**config.mk**
```make
export PLATFORM = sky130hd
export DESIGN_NAME = mc_memory_controller
export DESIGN_NICKNAME = d
export VERILOG_FILES = /design/src/mc_xfer_pkg.sv /design/src/mc_cfg_pkg.sv /design/src/mc_config_regs.sv /design/src/mc_tile_scheduler.sv /design/src/mc_dram_reader.sv /design/src/mc_perf_counters.sv /design/src/mc_memory_controller.sv
export SDC_FILE = /design/constraint.sdc
export NUM_CORES = 2
export LEC_CHECK = 0
export BUFFER_PORTS_ARGS = -buffer_cell sky130_fd_sc_hd__buf_2
export CAP_MARGIN = 10
export CORE_ASPECT_RATIO = 1.1
export CORE_UTILIZATION = 61
export DETAILED_ROUTE_END_ITERATION = 6
export GPL_TIMING_DRIVEN = 1
export PLACE_DENSITY = 0.79
export SYNTH_ARGS = -nofsm -noshare
export SYNTH_HDL_FRONTEND = slang
export SYNTH_SLANG_ARGS = --single-unit
```
**constraint.sdc**
```tcl
create_clock -name clk -period 31.2 [get_ports clk]
set_input_delay 3.12 -clock clk [delete_from_list [all_inputs] [get_ports clk]]
set_output_delay 3.12 -clock clk [all_outputs]
set_load 0.01 [all_outputs]
```
**src/mc_xfer_pkg.sv**
```systemverilog
`default_nettype none

package mc_xfer_pkg;

    // ========================================================================
    // Local SRAM geometry
    // ========================================================================

    localparam int SRAM_DEPTH     = 16384;
    localparam int BYTES_PER_WORD = 4;

    typedef logic [$clog2(SRAM_DEPTH)-1:0] sram_addr_t;

    // One SRAM word, same width as a DRAM beat
    typedef logic [31:0] word_t;

    // ========================================================================
    // Transfer records
    // ========================================================================

    // Strided tile fetch, rows land back to back in SRAM
    typedef struct packed {
        logic [31:0] dram_addr;
        logic [15:0] row_stride;
        logic [15:0] row_bytes;
        logic [15:0] rows;
        sram_addr_t  sram_addr;
    } fetch_req_t;

    typedef struct packed {
        logic       en;
        sram_addr_t addr;
        word_t      data;
    } sram_wr_t;

    // Handed to the compute engine once both operand tiles are resident
    typedef struct packed {
        sram_addr_t  sram_addr_a;
        sram_addr_t  sram_addr_b;
        logic [15:0] m_dim;
        logic [15:0] n_dim;
        logic [15:0] k_dim;
    } tile_desc_t;

endpackage

`default_nettype wire

```
**src/mc_cfg_pkg.sv**
```systemverilog
`default_nettype none

package mc_cfg_pkg;

    typedef logic [15:0] dim_t;
    typedef logic [31:0] dram_addr_t;
    typedef logic [7:0]  reg_addr_t;
    typedef logic [31:0] reg_data_t;

    localparam dim_t MAX_TILE_DIM = 16'd64;

    // ========================================================================
    // Register map
    // ========================================================================

    localparam reg_addr_t REG_CTRL        = 8'h00;
    localparam reg_addr_t REG_STATUS      = 8'h04;
    localparam reg_addr_t REG_MATRIX_M    = 8'h08;
    localparam reg_addr_t REG_MATRIX_N    = 8'h0C;
    localparam reg_addr_t REG_MATRIX_K    = 8'h10;
    localparam reg_addr_t REG_TILE_M      = 8'h14;
    localparam reg_addr_t REG_TILE_N      = 8'h18;
    localparam reg_addr_t REG_TILE_K      = 8'h1C;
    localparam reg_addr_t REG_DRAM_BASE_A = 8'h20;
    localparam reg_addr_t REG_DRAM_BASE_B = 8'h24;
    localparam reg_addr_t REG_SRAM_BASE_A = 8'h28;
    localparam reg_addr_t REG_SRAM_BASE_B = 8'h2C;
    localparam reg_addr_t REG_PERF_CYCLES = 8'h30;
    localparam reg_addr_t REG_PERF_BEATS  = 8'h34;
    localparam reg_addr_t REG_PERF_TILES  = 8'h38;

    typedef struct packed {
        dim_t                    matrix_m;
        dim_t                    matrix_n;
        dim_t                    matrix_k;
        dim_t                    tile_m;
        dim_t                    tile_n;
        dim_t                    tile_k;
        dram_addr_t              dram_base_a;
        dram_addr_t              dram_base_b;
        mc_xfer_pkg::sram_addr_t sram_base_a;
        mc_xfer_pkg::sram_addr_t sram_base_b;
    } mc_cfg_t;

endpackage

`default_nettype wire

```
**src/mc_config_regs.sv**
```systemverilog
`timescale 1ns/1ps
`default_nettype none

module mc_config_regs (
    input  logic                  clk,
    input  logic                  rst_n,
    input  mc_cfg_pkg::reg_addr_t cfg_addr,
    input  mc_cfg_pkg::reg_data_t cfg_wdata,
    input  logic                  cfg_wen,
    input  logic                  cfg_ren,
    output mc_cfg_pkg::reg_data_t cfg_rdata,
    output mc_cfg_pkg::mc_cfg_t   cfg,
    output logic                  start,
    input  logic                  busy,
    input  logic                  done,
    input  logic                  error,
    input  mc_cfg_pkg::reg_data_t perf_cycles,
    input  mc_cfg_pkg::reg_data_t perf_beats,
    input  mc_cfg_pkg::reg_data_t perf_tiles
);

    mc_cfg_pkg::reg_data_t rd_mux;

    // ========================================================================
    // Host writes
    // ========================================================================

    always_ff @(posedge clk or negedge rst_n) begin
        if (!rst_n) begin
            cfg   <= '0;
            start <= 1'b0;
        end else begin
            // Start is write-one, never stored
            start <= cfg_wen && (cfg_addr == mc_cfg_pkg::REG_CTRL) && cfg_wdata[0];
            if (cfg_wen) begin
                case (cfg_addr)
                    mc_cfg_pkg::REG_MATRIX_M: cfg.matrix_m <= mc_cfg_pkg::dim_t'(cfg_wdata);
                    mc_cfg_pkg::REG_MATRIX_N: cfg.matrix_n <= mc_cfg_pkg::dim_t'(cfg_wdata);
                    mc_cfg_pkg::REG_MATRIX_K: cfg.matrix_k <= mc_cfg_pkg::dim_t'(cfg_wdata);
                    mc_cfg_pkg::REG_TILE_M:   cfg.tile_m   <= mc_cfg_pkg::dim_t'(cfg_wdata);
                    mc_cfg_pkg::REG_TILE_N:   cfg.tile_n   <= mc_cfg_pkg::dim_t'(cfg_wdata);
                    mc_cfg_pkg::REG_TILE_K:   cfg.tile_k   <= mc_cfg_pkg::dim_t'(cfg_wdata);
                    mc_cfg_pkg::REG_DRAM_BASE_A: cfg.dram_base_a <= cfg_wdata;
                    mc_cfg_pkg::REG_DRAM_BASE_B: cfg.dram_base_b <= cfg_wdata;
                    mc_cfg_pkg::REG_SRAM_BASE_A:
                        cfg.sram_base_a <= mc_xfer_pkg::sram_addr_t'(cfg_wdata);
                    mc_cfg_pkg::REG_SRAM_BASE_B:
                        cfg.sram_base_b <= mc_xfer_pkg::sram_addr_t'(cfg_wdata);
                    default: ;
                endcase
            end
        end
    end

    // ========================================================================
    // Readback
    // ========================================================================

    // CTRL reads back as zero along with unmapped offsets
    always_comb begin
        case (cfg_addr)
            mc_cfg_pkg::REG_STATUS:      rd_mux = {29'd0, error, done, busy};
            mc_cfg_pkg::REG_MATRIX_M:    rd_mux = mc_cfg_pkg::reg_data_t'(cfg.matrix_m);
            mc_cfg_pkg::REG_MATRIX_N:    rd_mux = mc_cfg_pkg::reg_data_t'(cfg.matrix_n);
            mc_cfg_pkg::REG_MATRIX_K:    rd_mux = mc_cfg_pkg::reg_data_t'(cfg.matrix_k);
            mc_cfg_pkg::REG_TILE_M:      rd_mux = mc_cfg_pkg::reg_data_t'(cfg.tile_m);
            mc_cfg_pkg::REG_TILE_N:      rd_mux = mc_cfg_pkg::reg_data_t'(cfg.tile_n);
            mc_cfg_pkg::REG_TILE_K:      rd_mux = mc_cfg_pkg::reg_data_t'(cfg.tile_k);
            mc_cfg_pkg::REG_DRAM_BASE_A: rd_mux = cfg.dram_base_a;
            mc_cfg_pkg::REG_DRAM_BASE_B: rd_mux = cfg.dram_base_b;
            mc_cfg_pkg::REG_SRAM_BASE_A: rd_mux = mc_cfg_pkg::reg_data_t'(cfg.sram_base_a);
            mc_cfg_pkg::REG_SRAM_BASE_B: rd_mux = mc_cfg_pkg::reg_data_t'(cfg.sram_base_b);
            mc_cfg_pkg::REG_PERF_CYCLES: rd_mux = perf_cycles;
            mc_cfg_pkg::REG_PERF_BEATS:  rd_mux = perf_beats;
            mc_cfg_pkg::REG_PERF_TILES:  rd_mux = perf_tiles;
            default:                     rd_mux = '0;
        endcase
    end

    // Holds the last read value between reads
    always_ff @(posedge clk or negedge rst_n) begin
        if (!rst_n) begin
            cfg_rdata <= '0;
        end else if (cfg_ren) begin
            cfg_rdata <= rd_mux;
        end
    end

endmodule

`default_nettype wire

```
**src/mc_tile_scheduler.sv**
```systemverilog
`timescale 1ns/1ps
`default_nettype none

module mc_tile_scheduler (
    input  logic                    clk,
    input  logic                    rst_n,
    input  logic                    start,
    input  mc_cfg_pkg::mc_cfg_t     cfg,
    output mc_xfer_pkg::fetch_req_t fetch_req,
    output logic                    fetch_valid,
    input  logic                    fetch_ready,
    input  logic                    fetch_done,
    output mc_xfer_pkg::tile_desc_t tile_desc,
    output logic                    tile_valid,
    input  logic                    tile_ready,
    input  logic                    tile_done,
    output logic                    busy,
    output logic                    done,
    output logic                    error
);

    typedef enum logic [2:0] {
        S_IDLE,
        S_REQ_A,
        S_WAIT_A,
        S_REQ_B,
        S_WAIT_B,
        S_TILE,
        S_COMPUTE
    } state_t;

    state_t                 state;
    // Element offsets of the current step, mi*tile_m and so on
    mc_cfg_pkg::dim_t       m_off;
    mc_cfg_pkg::dim_t       n_off;
    mc_cfg_pkg::dim_t       k_off;
    logic                   last_m;
    logic                   last_n;
    logic                   last_k;
    logic                   cfg_bad;
    mc_cfg_pkg::dram_addr_t addr_a;
    mc_cfg_pkg::dram_addr_t addr_b;

    assign cfg_bad =
        (cfg.matrix_m == '0) || (cfg.matrix_n == '0) || (cfg.matrix_k == '0) ||
        (cfg.tile_m == '0) || (cfg.tile_n == '0) || (cfg.tile_k == '0) ||
        (cfg.tile_m > mc_cfg_pkg::MAX_TILE_DIM) ||
        (cfg.tile_n > mc_cfg_pkg::MAX_TILE_DIM) ||
        (cfg.tile_k > mc_cfg_pkg::MAX_TILE_DIM) ||
        ((cfg.matrix_m % cfg.tile_m) != '0) ||
        ((cfg.matrix_n % cfg.tile_n) != '0) ||
        ((cfg.matrix_k % cfg.tile_k) != '0) ||
        ((cfg.tile_k % mc_xfer_pkg::BYTES_PER_WORD) != 0) ||
        ((cfg.tile_n % mc_xfer_pkg::BYTES_PER_WORD) != 0);

    // Matrices are a whole number of tiles, so these sums never wrap
    assign last_m = (m_off + cfg.tile_m) == cfg.matrix_m;
    assign last_n = (n_off + cfg.tile_n) == cfg.matrix_n;
    assign last_k = (k_off + cfg.tile_k) == cfg.matrix_k;

    // Row-major byte addresses of the tile corners
    assign addr_a = cfg.dram_base_a + mc_cfg_pkg::dram_addr_t'(m_off) * cfg.matrix_k + k_off;
    assign addr_b = cfg.dram_base_b + mc_cfg_pkg::dram_addr_t'(k_off) * cfg.matrix_n + n_off;

    assign busy        = state != S_IDLE;
    assign fetch_valid = (state == S_REQ_A) || (state == S_REQ_B);
    assign tile_valid  = state == S_TILE;

    always_comb begin
        if (state == S_REQ_B) begin
            fetch_req.dram_addr  = addr_b;
            fetch_req.row_stride = cfg.matrix_n;
            fetch_req.row_bytes  = cfg.tile_n;
            fetch_req.rows       = cfg.tile_k;
            fetch_req.sram_addr  = cfg.sram_base_b;
        end else begin
            fetch_req.dram_addr  = addr_a;
            fetch_req.row_stride = cfg.matrix_k;
            fetch_req.row_bytes  = cfg.tile_k;
            fetch_req.rows       = cfg.tile_m;
            fetch_req.sram_addr  = cfg.sram_base_a;
        end
    end

    assign tile_desc = '{
        sram_addr_a: cfg.sram_base_a,
        sram_addr_b: cfg.sram_base_b,
        m_dim:       cfg.tile_m,
        n_dim:       cfg.tile_n,
        k_dim:       cfg.tile_k
    };

    // ========================================================================
    // Tile loop, ki innermost, then ni, then mi
    // ========================================================================

    always_ff @(posedge clk or negedge rst_n) begin
        if (!rst_n) begin
            state <= S_IDLE;
            done  <= 1'b0;
            error <= 1'b0;
            m_off <= '0;
            n_off <= '0;
            k_off <= '0;
        end else begin
            case (state)
                S_IDLE: begin
                    if (start) begin
                        done  <= 1'b0;
                        error <= cfg_bad;
                        m_off <= '0;
                        n_off <= '0;
                        k_off <= '0;
                        if (!cfg_bad) state <= S_REQ_A;
                    end
                end
                S_REQ_A:  if (fetch_ready) state <= S_WAIT_A;
                S_WAIT_A: if (fetch_done) state <= S_REQ_B;
                S_REQ_B:  if (fetch_ready) state <= S_WAIT_B;
                S_WAIT_B: if (fetch_done) state <= S_TILE;
                S_TILE:   if (tile_ready) state <= S_COMPUTE;
                S_COMPUTE: begin
                    if (tile_done) begin
                        state <= S_REQ_A;
                        k_off <= last_k ? '0 : k_off + cfg.tile_k;
                        if (last_k) n_off <= last_n ? '0 : n_off + cfg.tile_n;
                        if (last_k && last_n) begin
                            m_off <= m_off + cfg.tile_m;
                            if (last_m) begin
                                state <= S_IDLE;
                                done  <= 1'b1;
                            end
                        end
                    end
                end
                default: state <= S_IDLE;
            endcase
        end
    end

endmodule

`default_nettype wire

```
**src/mc_dram_reader.sv**
```systemverilog
`timescale 1ns/1ps
`default_nettype none

module mc_dram_reader (
    input  logic                    clk,
    input  logic                    rst_n,
    input  mc_xfer_pkg::fetch_req_t fetch_req,
    input  logic                    fetch_valid,
    output logic                    fetch_ready,
    output logic                    fetch_done,
    output logic                    dram_req_valid,
    input  logic                    dram_req_ready,
    output mc_cfg_pkg::dram_addr_t  dram_req_addr,
    output mc_cfg_pkg::dim_t        dram_req_bytes,
    input  logic                    dram_rvalid,
    output logic                    dram_rready,
    input  mc_xfer_pkg::word_t      dram_rdata,
    input  logic                    dram_rlast,
    output mc_xfer_pkg::sram_wr_t   sram_wr
);

    typedef enum logic [1:0] {
        R_IDLE,
        R_REQ,
        R_DATA,
        R_FLUSH
    } state_t;

    state_t                  state;
    logic                    beat;
    mc_cfg_pkg::dram_addr_t  row_addr;
    mc_cfg_pkg::dim_t        row_stride;
    mc_cfg_pkg::dim_t        row_bytes;
    mc_cfg_pkg::dim_t        rows_left;
    mc_xfer_pkg::sram_addr_t wr_ptr;
    logic                    wr_en_q;
    mc_xfer_pkg::sram_addr_t wr_addr_q;
    mc_xfer_pkg::word_t      wr_data_q;

    assign beat           = dram_rvalid && dram_rready;
    assign fetch_ready    = state == R_IDLE;
    assign dram_req_valid = state == R_REQ;
    assign dram_rready    = state == R_DATA;
    assign dram_req_addr  = row_addr;
    assign dram_req_bytes = row_bytes;
    assign sram_wr        = '{en: wr_en_q, addr: wr_addr_q, data: wr_data_q};

    always_ff @(posedge clk or negedge rst_n) begin
        if (!rst_n) begin
            state      <= R_IDLE;
            fetch_done <= 1'b0;
            wr_en_q    <= 1'b0;
        end else begin
            fetch_done <= 1'b0;
            wr_en_q    <= beat;
            case (state)
                R_IDLE: if (fetch_valid) state <= R_REQ;
                R_REQ:  if (dram_req_ready) state <= R_DATA;
                R_DATA: begin
                    if (beat && dram_rlast) begin
                        state <= (rows_left == 16'd1) ? R_FLUSH : R_REQ;
                    end
                end
                // Last beat is being written this cycle
                R_FLUSH: begin
                    state      <= R_IDLE;
                    fetch_done <= 1'b1;
                end
                default: state <= R_IDLE;
            endcase
        end
    end

    // Row walk and SRAM write payload
    always_ff @(posedge clk) begin
        if ((state == R_IDLE) && fetch_valid) begin
            row_addr   <= fetch_req.dram_addr;
            row_stride <= fetch_req.row_stride;
            row_bytes  <= fetch_req.row_bytes;
            rows_left  <= fetch_req.rows;
            wr_ptr     <= fetch_req.sram_addr;
        end
        if (beat) begin
            wr_addr_q <= wr_ptr;
            wr_data_q <= dram_rdata;
            wr_ptr    <= wr_ptr + 1'b1;
            if (dram_rlast) begin
                row_addr  <= row_addr + row_stride;
                rows_left <= rows_left - 1'b1;
            end
        end
    end

endmodule

`default_nettype wire

```
**src/mc_perf_counters.sv**
```systemverilog
`timescale 1ns/1ps
`default_nettype none

module mc_perf_counters (
    input  logic                  clk,
    input  logic                  rst_n,
    input  logic                  start,
    input  logic                  busy,
    input  logic                  beat,
    input  logic                  tile_done,
    output mc_cfg_pkg::reg_data_t perf_cycles,
    output mc_cfg_pkg::reg_data_t perf_beats,
    output mc_cfg_pkg::reg_data_t perf_tiles
);

    always_ff @(posedge clk or negedge rst_n) begin
        if (!rst_n) begin
            perf_cycles <= '0;
            perf_beats  <= '0;
            perf_tiles  <= '0;
        end else if (start) begin
            perf_cycles <= '0;
            perf_beats  <= '0;
            perf_tiles  <= '0;
        end else begin
            if (busy) perf_cycles <= perf_cycles + 1'b1;
            if (beat) perf_beats <= perf_beats + 1'b1;
            // Stray completions outside a run are not tiles
            if (tile_done && busy) perf_tiles <= perf_tiles + 1'b1;
        end
    end

endmodule

`default_nettype wire

```
**src/mc_memory_controller.sv**
```systemverilog
`timescale 1ns/1ps
`default_nettype none

module mc_memory_controller (
    input  logic                    clk,
    input  logic                    rst_n,
    // Host register port
    input  mc_cfg_pkg::reg_addr_t   cfg_addr,
    input  mc_cfg_pkg::reg_data_t   cfg_wdata,
    input  logic                    cfg_wen,
    input  logic                    cfg_ren,
    output mc_cfg_pkg::reg_data_t   cfg_rdata,
    // DRAM read request and response
    output logic                    dram_req_valid,
    input  logic                    dram_req_ready,
    output mc_cfg_pkg::dram_addr_t  dram_req_addr,
    output mc_cfg_pkg::dim_t        dram_req_bytes,
    input  logic                    dram_rvalid,
    output logic                    dram_rready,
    input  mc_xfer_pkg::word_t      dram_rdata,
    input  logic                    dram_rlast,
    // Local SRAM write port
    output mc_xfer_pkg::sram_wr_t   sram_wr,
    // Compute engine
    output mc_xfer_pkg::tile_desc_t tile_desc,
    output logic                    tile_valid,
    input  logic                    tile_ready,
    input  logic                    tile_done,
    output logic                    done,
    output logic                    error
);

    // ========================================================================
    // Internal wiring
    // ========================================================================

    mc_cfg_pkg::mc_cfg_t     cfg;
    logic                    start;
    logic                    busy;
    mc_xfer_pkg::fetch_req_t fetch_req;
    logic                    fetch_valid;
    logic                    fetch_ready;
    logic                    fetch_done;
    logic                    beat;
    mc_cfg_pkg::reg_data_t   perf_cycles;
    mc_cfg_pkg::reg_data_t   perf_beats;
    mc_cfg_pkg::reg_data_t   perf_tiles;

    assign beat = dram_rvalid && dram_rready;

    // Port names match the local nets one for one
    mc_config_regs    u_config_regs    (.*);
    mc_tile_scheduler u_tile_scheduler (.*);
    mc_dram_reader    u_dram_reader    (.*);
    mc_perf_counters  u_perf_counters  (.*);

endmodule

`default_nettype wire

```
Word level (Yosys, flattened, before mapping)

Cells that the tools add are included.

Register bits: 514
Bits of input ports: 81
Output and inout bits: 208
Word-level logic and storage cells: 200

Add/subtract/negate cells: 13
Multipliers: 2
Div/mod/pow operators: 3
Order comparisons: 3
Equality and inequality tests: 41
Multiplexer cells: 49
Reduce and logical (&&, ||, !) cells: 58

Operator list:

| operator                                                       | count |
|---|---|
| case mux 32 bit (14 select lines)                              | 1 |
| 2-to-1 mux 32 bit                                              | 9 |
| 2-to-1 mux 16 bit                                              | 11 |
| adder 32 x 1 -> 32 bit, second input constant                  | 3 |
| adder 32 x 16 -> 32 bit                                        | 3 |
| logical NOT 16 bit                                             | 6 |
| case mux 16 bit (2 select lines)                               | 3 |
| 2-to-1 mux 94 bit                                              | 1 |
| adder 32 bit                                                   | 2 |
| multiplier 16 x 16 -> 32 bit                                   | 2 |
| nonzero test 32 bit                                            | 2 |
| equality test 8 x 6 -> 1 bit, second input constant            | 7 |
| adder 16 bit                                                   | 3 |
| equality test 16 bit                                           | 3 |
| greater-than comparator 16 x 7 -> 1 bit, second input constant | 3 |
| remainder unit 16 x 16 -> 16 bit                               | 3 |
| nonzero test 16 bit                                            | 3 |
| equality test 8 x 5 -> 1 bit, second input constant            | 4 |
| 2-to-1 mux 14 bit                                              | 2 |
| 2-to-1 mux 3 bit                                               | 9 |
| AND reduction 2 bit                                            | 11 |
| case mux 3 bit (7 select lines)                                | 1 |
| equality test 16 x 1 -> 1 bit, second input constant           | 1 |
| equality test 8 x 4 -> 1 bit, second input constant            | 2 |
| other kinds (25)                                               | 74 |

Depth between registers and ports, before layout

Depth after elaboration: 17
Depth in mapped cells: 141
Mapped depth without buffers: 131

Hierarchy

From an unflattened synthesis, not the netlist that was laid out.

Cell total of the unflattened synthesis: 8295
Area, all modules: 70045.9 um^2

By module, submodules not included:

| module               | instances | cells each | area an instance (um^2) | seq. area each (um^2) |
|---|---|---|---|---|
| mc_tile_scheduler    | 1         | 6274       | 47162.7                 | 1326.3 |
| mc_config_regs       | 1         | 881        | 11260.8                 | 5530.3 |
| mc_dram_reader       | 1         | 605        | 6567.5                  | 3823.7 |
| mc_perf_counters     | 1         | 534        | 5048.6                  | 2402.3 |
| mc_memory_controller | 1         | 1          | 6.3                     | 0.0 |

Least setup slack after synthesis

No wires, ideal clock.

Kind: register -> register
Start point: register u_config_regs.cfg[100] (netlist name)
End point: register u_tile_scheduler.error
Setup time: 0.121 ns
Data arrival time: 27.639 ns
Data required time: 31.079 ns
Slack: 3.439 ns
Cell stages (with the launch flop): 132
Path buffers: 16
Clock period less this slack: 27.761 ns
Cells stage by stage: dfrtp_1 -> clkbuf_1 -> nor4_2 -> and3_1 -> buf_4 -> clkbuf_1 -> a31oi_1 -> ha_1 -> or4_1 -> a21oi_1 -> nor2_1 -> ha_1 -> o211ai_1 -> a21oi_1 -> nor3_1 -> a41o_1 -> a21oi_1 -> inv_1 -> [96 not listed] -> o21a_1 -> clkbuf_1 -> clkbuf_1 -> nand2_1 -> nand2_1 -> ha_1 -> o21ai_0 -> a21oi_1 -> o41ai_1 -> o31ai_1 -> o31a_1 -> mux2_2 -> a31oi_1 -> nor4bb_1 -> o211ai_1 -> a221oi_1 -> nand4_1 -> o22a_1

Longest elaborated chain between the ends: 10
Elaborated cells between the ends (all ways): 13
Those cells by class: 1 x div; 1 x order compare; 11 x reduce/logical

Ends and longest elaborated chain:

| item                                                                     | line                     | RTL |
|---|---|---|
| branches (longest 7 deep; another with remainder unit 16 x 16 -> 16 bit) | -                        |  |
| logical OR 1 bit (*)                                                     | mc_tile_scheduler.sv:51  | `((cfg.matrix_n % cfg.tile_n) != '0) \|\|` |
| logical OR 1 bit (*)                                                     | mc_tile_scheduler.sv:52  | `((cfg.matrix_k % cfg.tile_k) != '0) \|\|` |
| logical OR 1 bit (*)                                                     | mc_tile_scheduler.sv:53  | `((cfg.tile_k % mc_xfer_pkg::BYTES_PER_WORD) != 0) \|\|` |
| end signal, assigned                                                     | mc_tile_scheduler.sv:110 | `error <= cfg_bad;` |
| end, declared                                                            | mc_tile_scheduler.sv:19  | `output logic error` |

Mark *: on every way between the ends.
A chain may end at the register's enable or synchronous reset.

Worst setup path after layout

Start point: register u_config_regs.cfg[111] (netlist name)
End point: register u_tile_scheduler.error

Longest elaborated chain between the ends: 11
Elaborated cells between the ends (all ways): 14
Those cells by class: 1 x div; 1 x order compare; 12 x reduce/logical

Ends and longest elaborated chain:

| item                                                                     | line                    | RTL |
|---|---|---|
| branches (longest 7 deep; another with remainder unit 16 x 16 -> 16 bit) | -                       |  |
| logical OR 1 bit (*)                                                     | mc_tile_scheduler.sv:50 | `((cfg.matrix_m % cfg.tile_m) != '0) \|\|` |
| logical OR 1 bit (*)                                                     | mc_tile_scheduler.sv:51 |  |
| logical OR 1 bit (*)                                                     | mc_tile_scheduler.sv:52 |  |
| logical OR 1 bit (*)                                                     | mc_tile_scheduler.sv:53 |  |

Marks and branches as above.

==> results by stage <==
Setup path:
- At the worst endpoint, the arrival time is 30.19 ns.
- Among all stages on the critical path, the largest delay is contributed by o31ai_1.
- Of all nets on the critical path, the largest fanout is 15.
- STA puts the critical path data required time at 31.80 ns.
- STA classifies the critical path startpoint as a flop.
- By instance count, the cell type seen most on the critical path is ha_1.
- The minimum setup slack among reg-to-reg paths is between 1.5 and 2 ns.
- The critical path contains buffers and inverters numbering 15 combined.
- The cell family contributing the most delay on the critical path is compound AO/OA/AOI/OAI gates.
- STA classifies the critical path endpoint as a flop.
- The launch point of the worst path is u_config_regs.cfg[111]$_DFFE_PN0P_.
- The critical path is of the reg2reg type.
- For the worst flop-to-flop path, the logic depth is 126.
- The capture point of the worst path is u_tile_scheduler.error$_DFFE_PN0P_.
- For this run, the slowest stage of the critical path takes around 0.6 ns.
- The reg-to-reg endpoint is u_tile_scheduler.error$_DFFE_PN0P_.
- The total number of cells along the worst setup path is around 130.
- The worst register-to-register path begins at u_config_regs.cfg[111]$_DFFE_PN0P_.

Placement:
- Once placement finished, the instance area stood at roughly 0.073 mm^2.
- The wire-length estimate of the detail-placed layout is about 200 mm.
- Routability-driven placement finished with a final weighted congestion of between 1 and 1.5.
- The count of port buffers added during placement is roughly 290.

Timing:
- The number of setup violations in the final report is 0.
- The worst path uses between 90 and 100% of the clock period.
- The setup TNS after final layout is 0 ns.
- For the final database, setup skew stands at between 0.06 and 0.07 ns.
- The slew at the pin closest to its max-slew limit is roughly 1.2 ns.
- The number of failing hold endpoints at the final stage was 0.
- The clock period could shrink to slightly below 30 ns.
- The final count of pins violating max slew is 0.
- The highest clock frequency the design can meet is around 34 MHz.
- The worst pin sits at a relative slew slack of approximately 17%.

Global routing:
- The met2 usage is between 60% and 70%.
- The number of global-route vias before repair is 65.2k.
- In the global route stage, overall resource usage came out at a little under half.
- Global routing used ~18% of the available met3 tracks.
- After global routing, the most crowded layer is met2.
- The number of antenna violations at the first check in global routing is 36.
- The first global-routing pass estimated 390 mm of wire.
- The global routing usage on met1 is a little under three fifths.
- Global routing finished with a remaining overflow of 0.
- Entering global routing, the biggest net connects approximately 180 pins.

Clock tree:
- The TritonCTS buffer count is 57.
- The H-tree was split into 2 levels.
- The clock passes through at most 3 buffers.
- After clock tree synthesis, the flow added hold-fix buffers numbering 0.
- The root buffer cell is clkbuf_16.
- For the worst-skew pair, the clock arrives at the later sink with an insertion delay of around 0.70 ns.
- The TritonCTS clock tree is yes.
- The tree built by TritonCTS fans out to between 500 and 600 sinks.
- After clock tree synthesis, the clock-pin slew on the worst setup and hold paths is 0.07 ns.

Die:
- The floorplan step set the die height to around 350 um.
- The die width is 320 um.
- The initialized floorplan defines approximately 130 standard-cell rows.
- In this run the count of I/O pins placed on the die edge is a little under 300.
- The initial utilization of the core area, before any placement, comes to just over 60%.
- The die covers 0.113 mm^2.
- The core region is 0.111 mm^2.

Outcome:
- The flow ran to the end, but the final reports show violations.
- The checks that failed: DRC.

Logic synthesis:
- The share of flip-flops with an asynchronous set or reset is between 70% and 80%.
- The number of synthesized register bits is approximately 510.
- The fraction of the yosys area taken by sequential cells is between 10% and 20%.
- The yosys synthesis warning count is 0.
- The synthesized area per cell is around 8.4 um^2.
- The count of unique library cells instantiated by Yosys is 103.
- The cell area that synthesis handed to floorplanning was 0.0680 mm^2.
- The prevailing post-synth register cell is dfrtp_1.
- The total nets after synthesis is approximately 9.3k.
- Yosys mapped a number of flops with a built-in enable equal to 92.
- After technology mapping, the gate count stands at slightly above 8k.

Final layout:
- The post-route netlist has roughly 15% of its cells at a drive strength greater than 1.
- Relative to the synthesized area, the layout overhead comes to 10.9%.
- Leaving out fill and tap cells, the most frequent cells in the layout are nand2_1, inv_1, ha_1, nor2_1, fa_1.
- The net count of the finished layout is approximately 10k.
- The number of filler instances in the final layout is ~9k.
- The most frequent standard cell in the layout excluding fill and tap cells is nand2_1.
- Summing all non-filler instances in the final layout gives an area of approximately 0.075 mm^2.

Route:
- The final route contains ~67k vias.
- The number of nets with antenna violations after detailed routing is 0.
- For this block, the routed nets add up to approximately 260 mm of wire.
- After detailed routing, the average wire length per cell comes to approximately 26 um.
- The per-cell via count in the routed design is 6.67.
- The number of remaining DRC errors is between 50 and 60.
- For this run, the detailed router's first-pass iteration total came to 7.
- The detailed router finished its first iteration with between 8k and 9k violations.

Job:
- The number of maximum-capacitance constraint violations is 0.

Hold path:
- The min-delay analysis places its worst path in the category reg2reg.
## worst min-delay path by stage
stage | startpoint | to | slack, ns | depth (start not counted)
after floorplan | u_dram_reader.wr_ptr[13]$_DFFE_PP_ | u_dram_reader.wr_addr_q[13]$_DFFE_PP_ | 0.45 | 0
after global placement | u_dram_reader.dram_req_addr[0]$_DFF_P_ | u_dram_reader.dram_req_addr[0]$_DFF_P_ | 0.48 | 2
after detailed placement | u_dram_reader.rows_left[11]$_DFF_P_ | u_dram_reader.rows_left[11]$_DFF_P_ | 0.50 | 1
after CTS | u_dram_reader.rows_left[11]$_DFF_P_ | u_dram_reader.rows_left[11]$_DFF_P_ | 0.50 | 1
after global routing | u_dram_reader.wr_ptr[13]$_DFFE_PP_ | u_dram_reader.wr_addr_q[13]$_DFFE_PP_ | 0.54 | 0
final | u_dram_reader.dram_req_addr[0]$_DFF_P_ | u_dram_reader.dram_req_addr[0]$_DFF_P_ | 0.51 | 2
## registers in the layout (all words and copies together) (netlist names), 16 cells and up
name	flops
u_perf_counters.perf_cycles	32
u_perf_counters.perf_beats	32
u_dram_reader.row_stride	16
u_dram_reader.dram_req_bytes	16
u_dram_reader.wr_data_q	32
u_dram_reader.rows_left	16
u_dram_reader.dram_req_addr	32
u_config_regs.cfg_rdata	32
u_tile_scheduler.n_off	16
u_tile_scheduler.k_off	16
u_perf_counters.perf_tiles	32
u_tile_scheduler.m_off	16
u_config_regs.cfg	188
## Yosys cell counts (108+ instances only)
cell	count	area (um^2)
inv_1	822	3090
nand2_1	967	3630
nor3_1	178	891
and2_1	167	1040
mux2_2	231	2600
xnor2_1	251	2200
a21oi_1	366	1830
nor2_1	632	2370
o21ai_0	335	1680
ha_1	672	8410
dfrtp_1	374	9360
fa_1	489	9790
xor2_1	210	1840
clkbuf_1	298	1120
o21a_1	108	811
nand3_1	157	786
a21o_1	133	998
## layout make-up
class                   count  area [um^2]  area share [%]
diodes                     20         50.0          0.0663
clock inverters            29          424           0.562
inverters                 825         3100            4.11
repair buffers            768         5060            6.71
well taps                1495         1870            2.48
flip-flops and latches    514        13100            17.3
multi-input cells        6335        50200            66.6
clock buffers              76         1620            2.15
## through the flow
stage | util (%) | hold slack, ns | setup WS (ns) | instances
after floorplan | - | 0.449 | 3.44 | 8096
after global placement | 66.0 | 0.483 | 0.345 | 9927
after detailed placement | 66.0 | 0.496 | 0.137 | 9927
after CTS | 67.9 | 0.504 | 0.00526 | 10000
after global routing | 68.1 | 0.540 | -0.0391 | 10000
final | 68.2 | 0.512 | 1.61 | 10100
## routing by layer
metal  part of all wire [%]  vias to the layer above
li1                       -                    29000
met1                     37                    32200
met2                     42                     4653
met3                     15                     1208
met4                    7.1                       32
met5                   0.14                        -
## timing repair
item,4_1_cts,5_1_grt
setup endpoints to repair,0,2
resized for setup,0,58
setup buffers,0,8
## cells by family after synthesis
family | after synthesis | synth area share, %
muxes | 267 | 4.37
AOI/OAI and AO/OA | 1791 | 17.9
and+or+nand+nor | 2650 | 18.3
adders and majority gates | 1161 | 26.7
xor gates and xnor gates | 466 | 6.10
DFF | 514 | 19.2
buffers and inverters | 1247 | 7.34
## tightest hold or removal path, delay by kind of cell, from the launching register on
kind	cells	cell delay (ns)
and+or+nand+nor	1	0.07
DFF	1	0.33
AOI/OAI and AO/OA	1	0.07
Power is not shown: default switching activity piles up to over one toggle a cycle in this logic, so the estimate is an artifact.
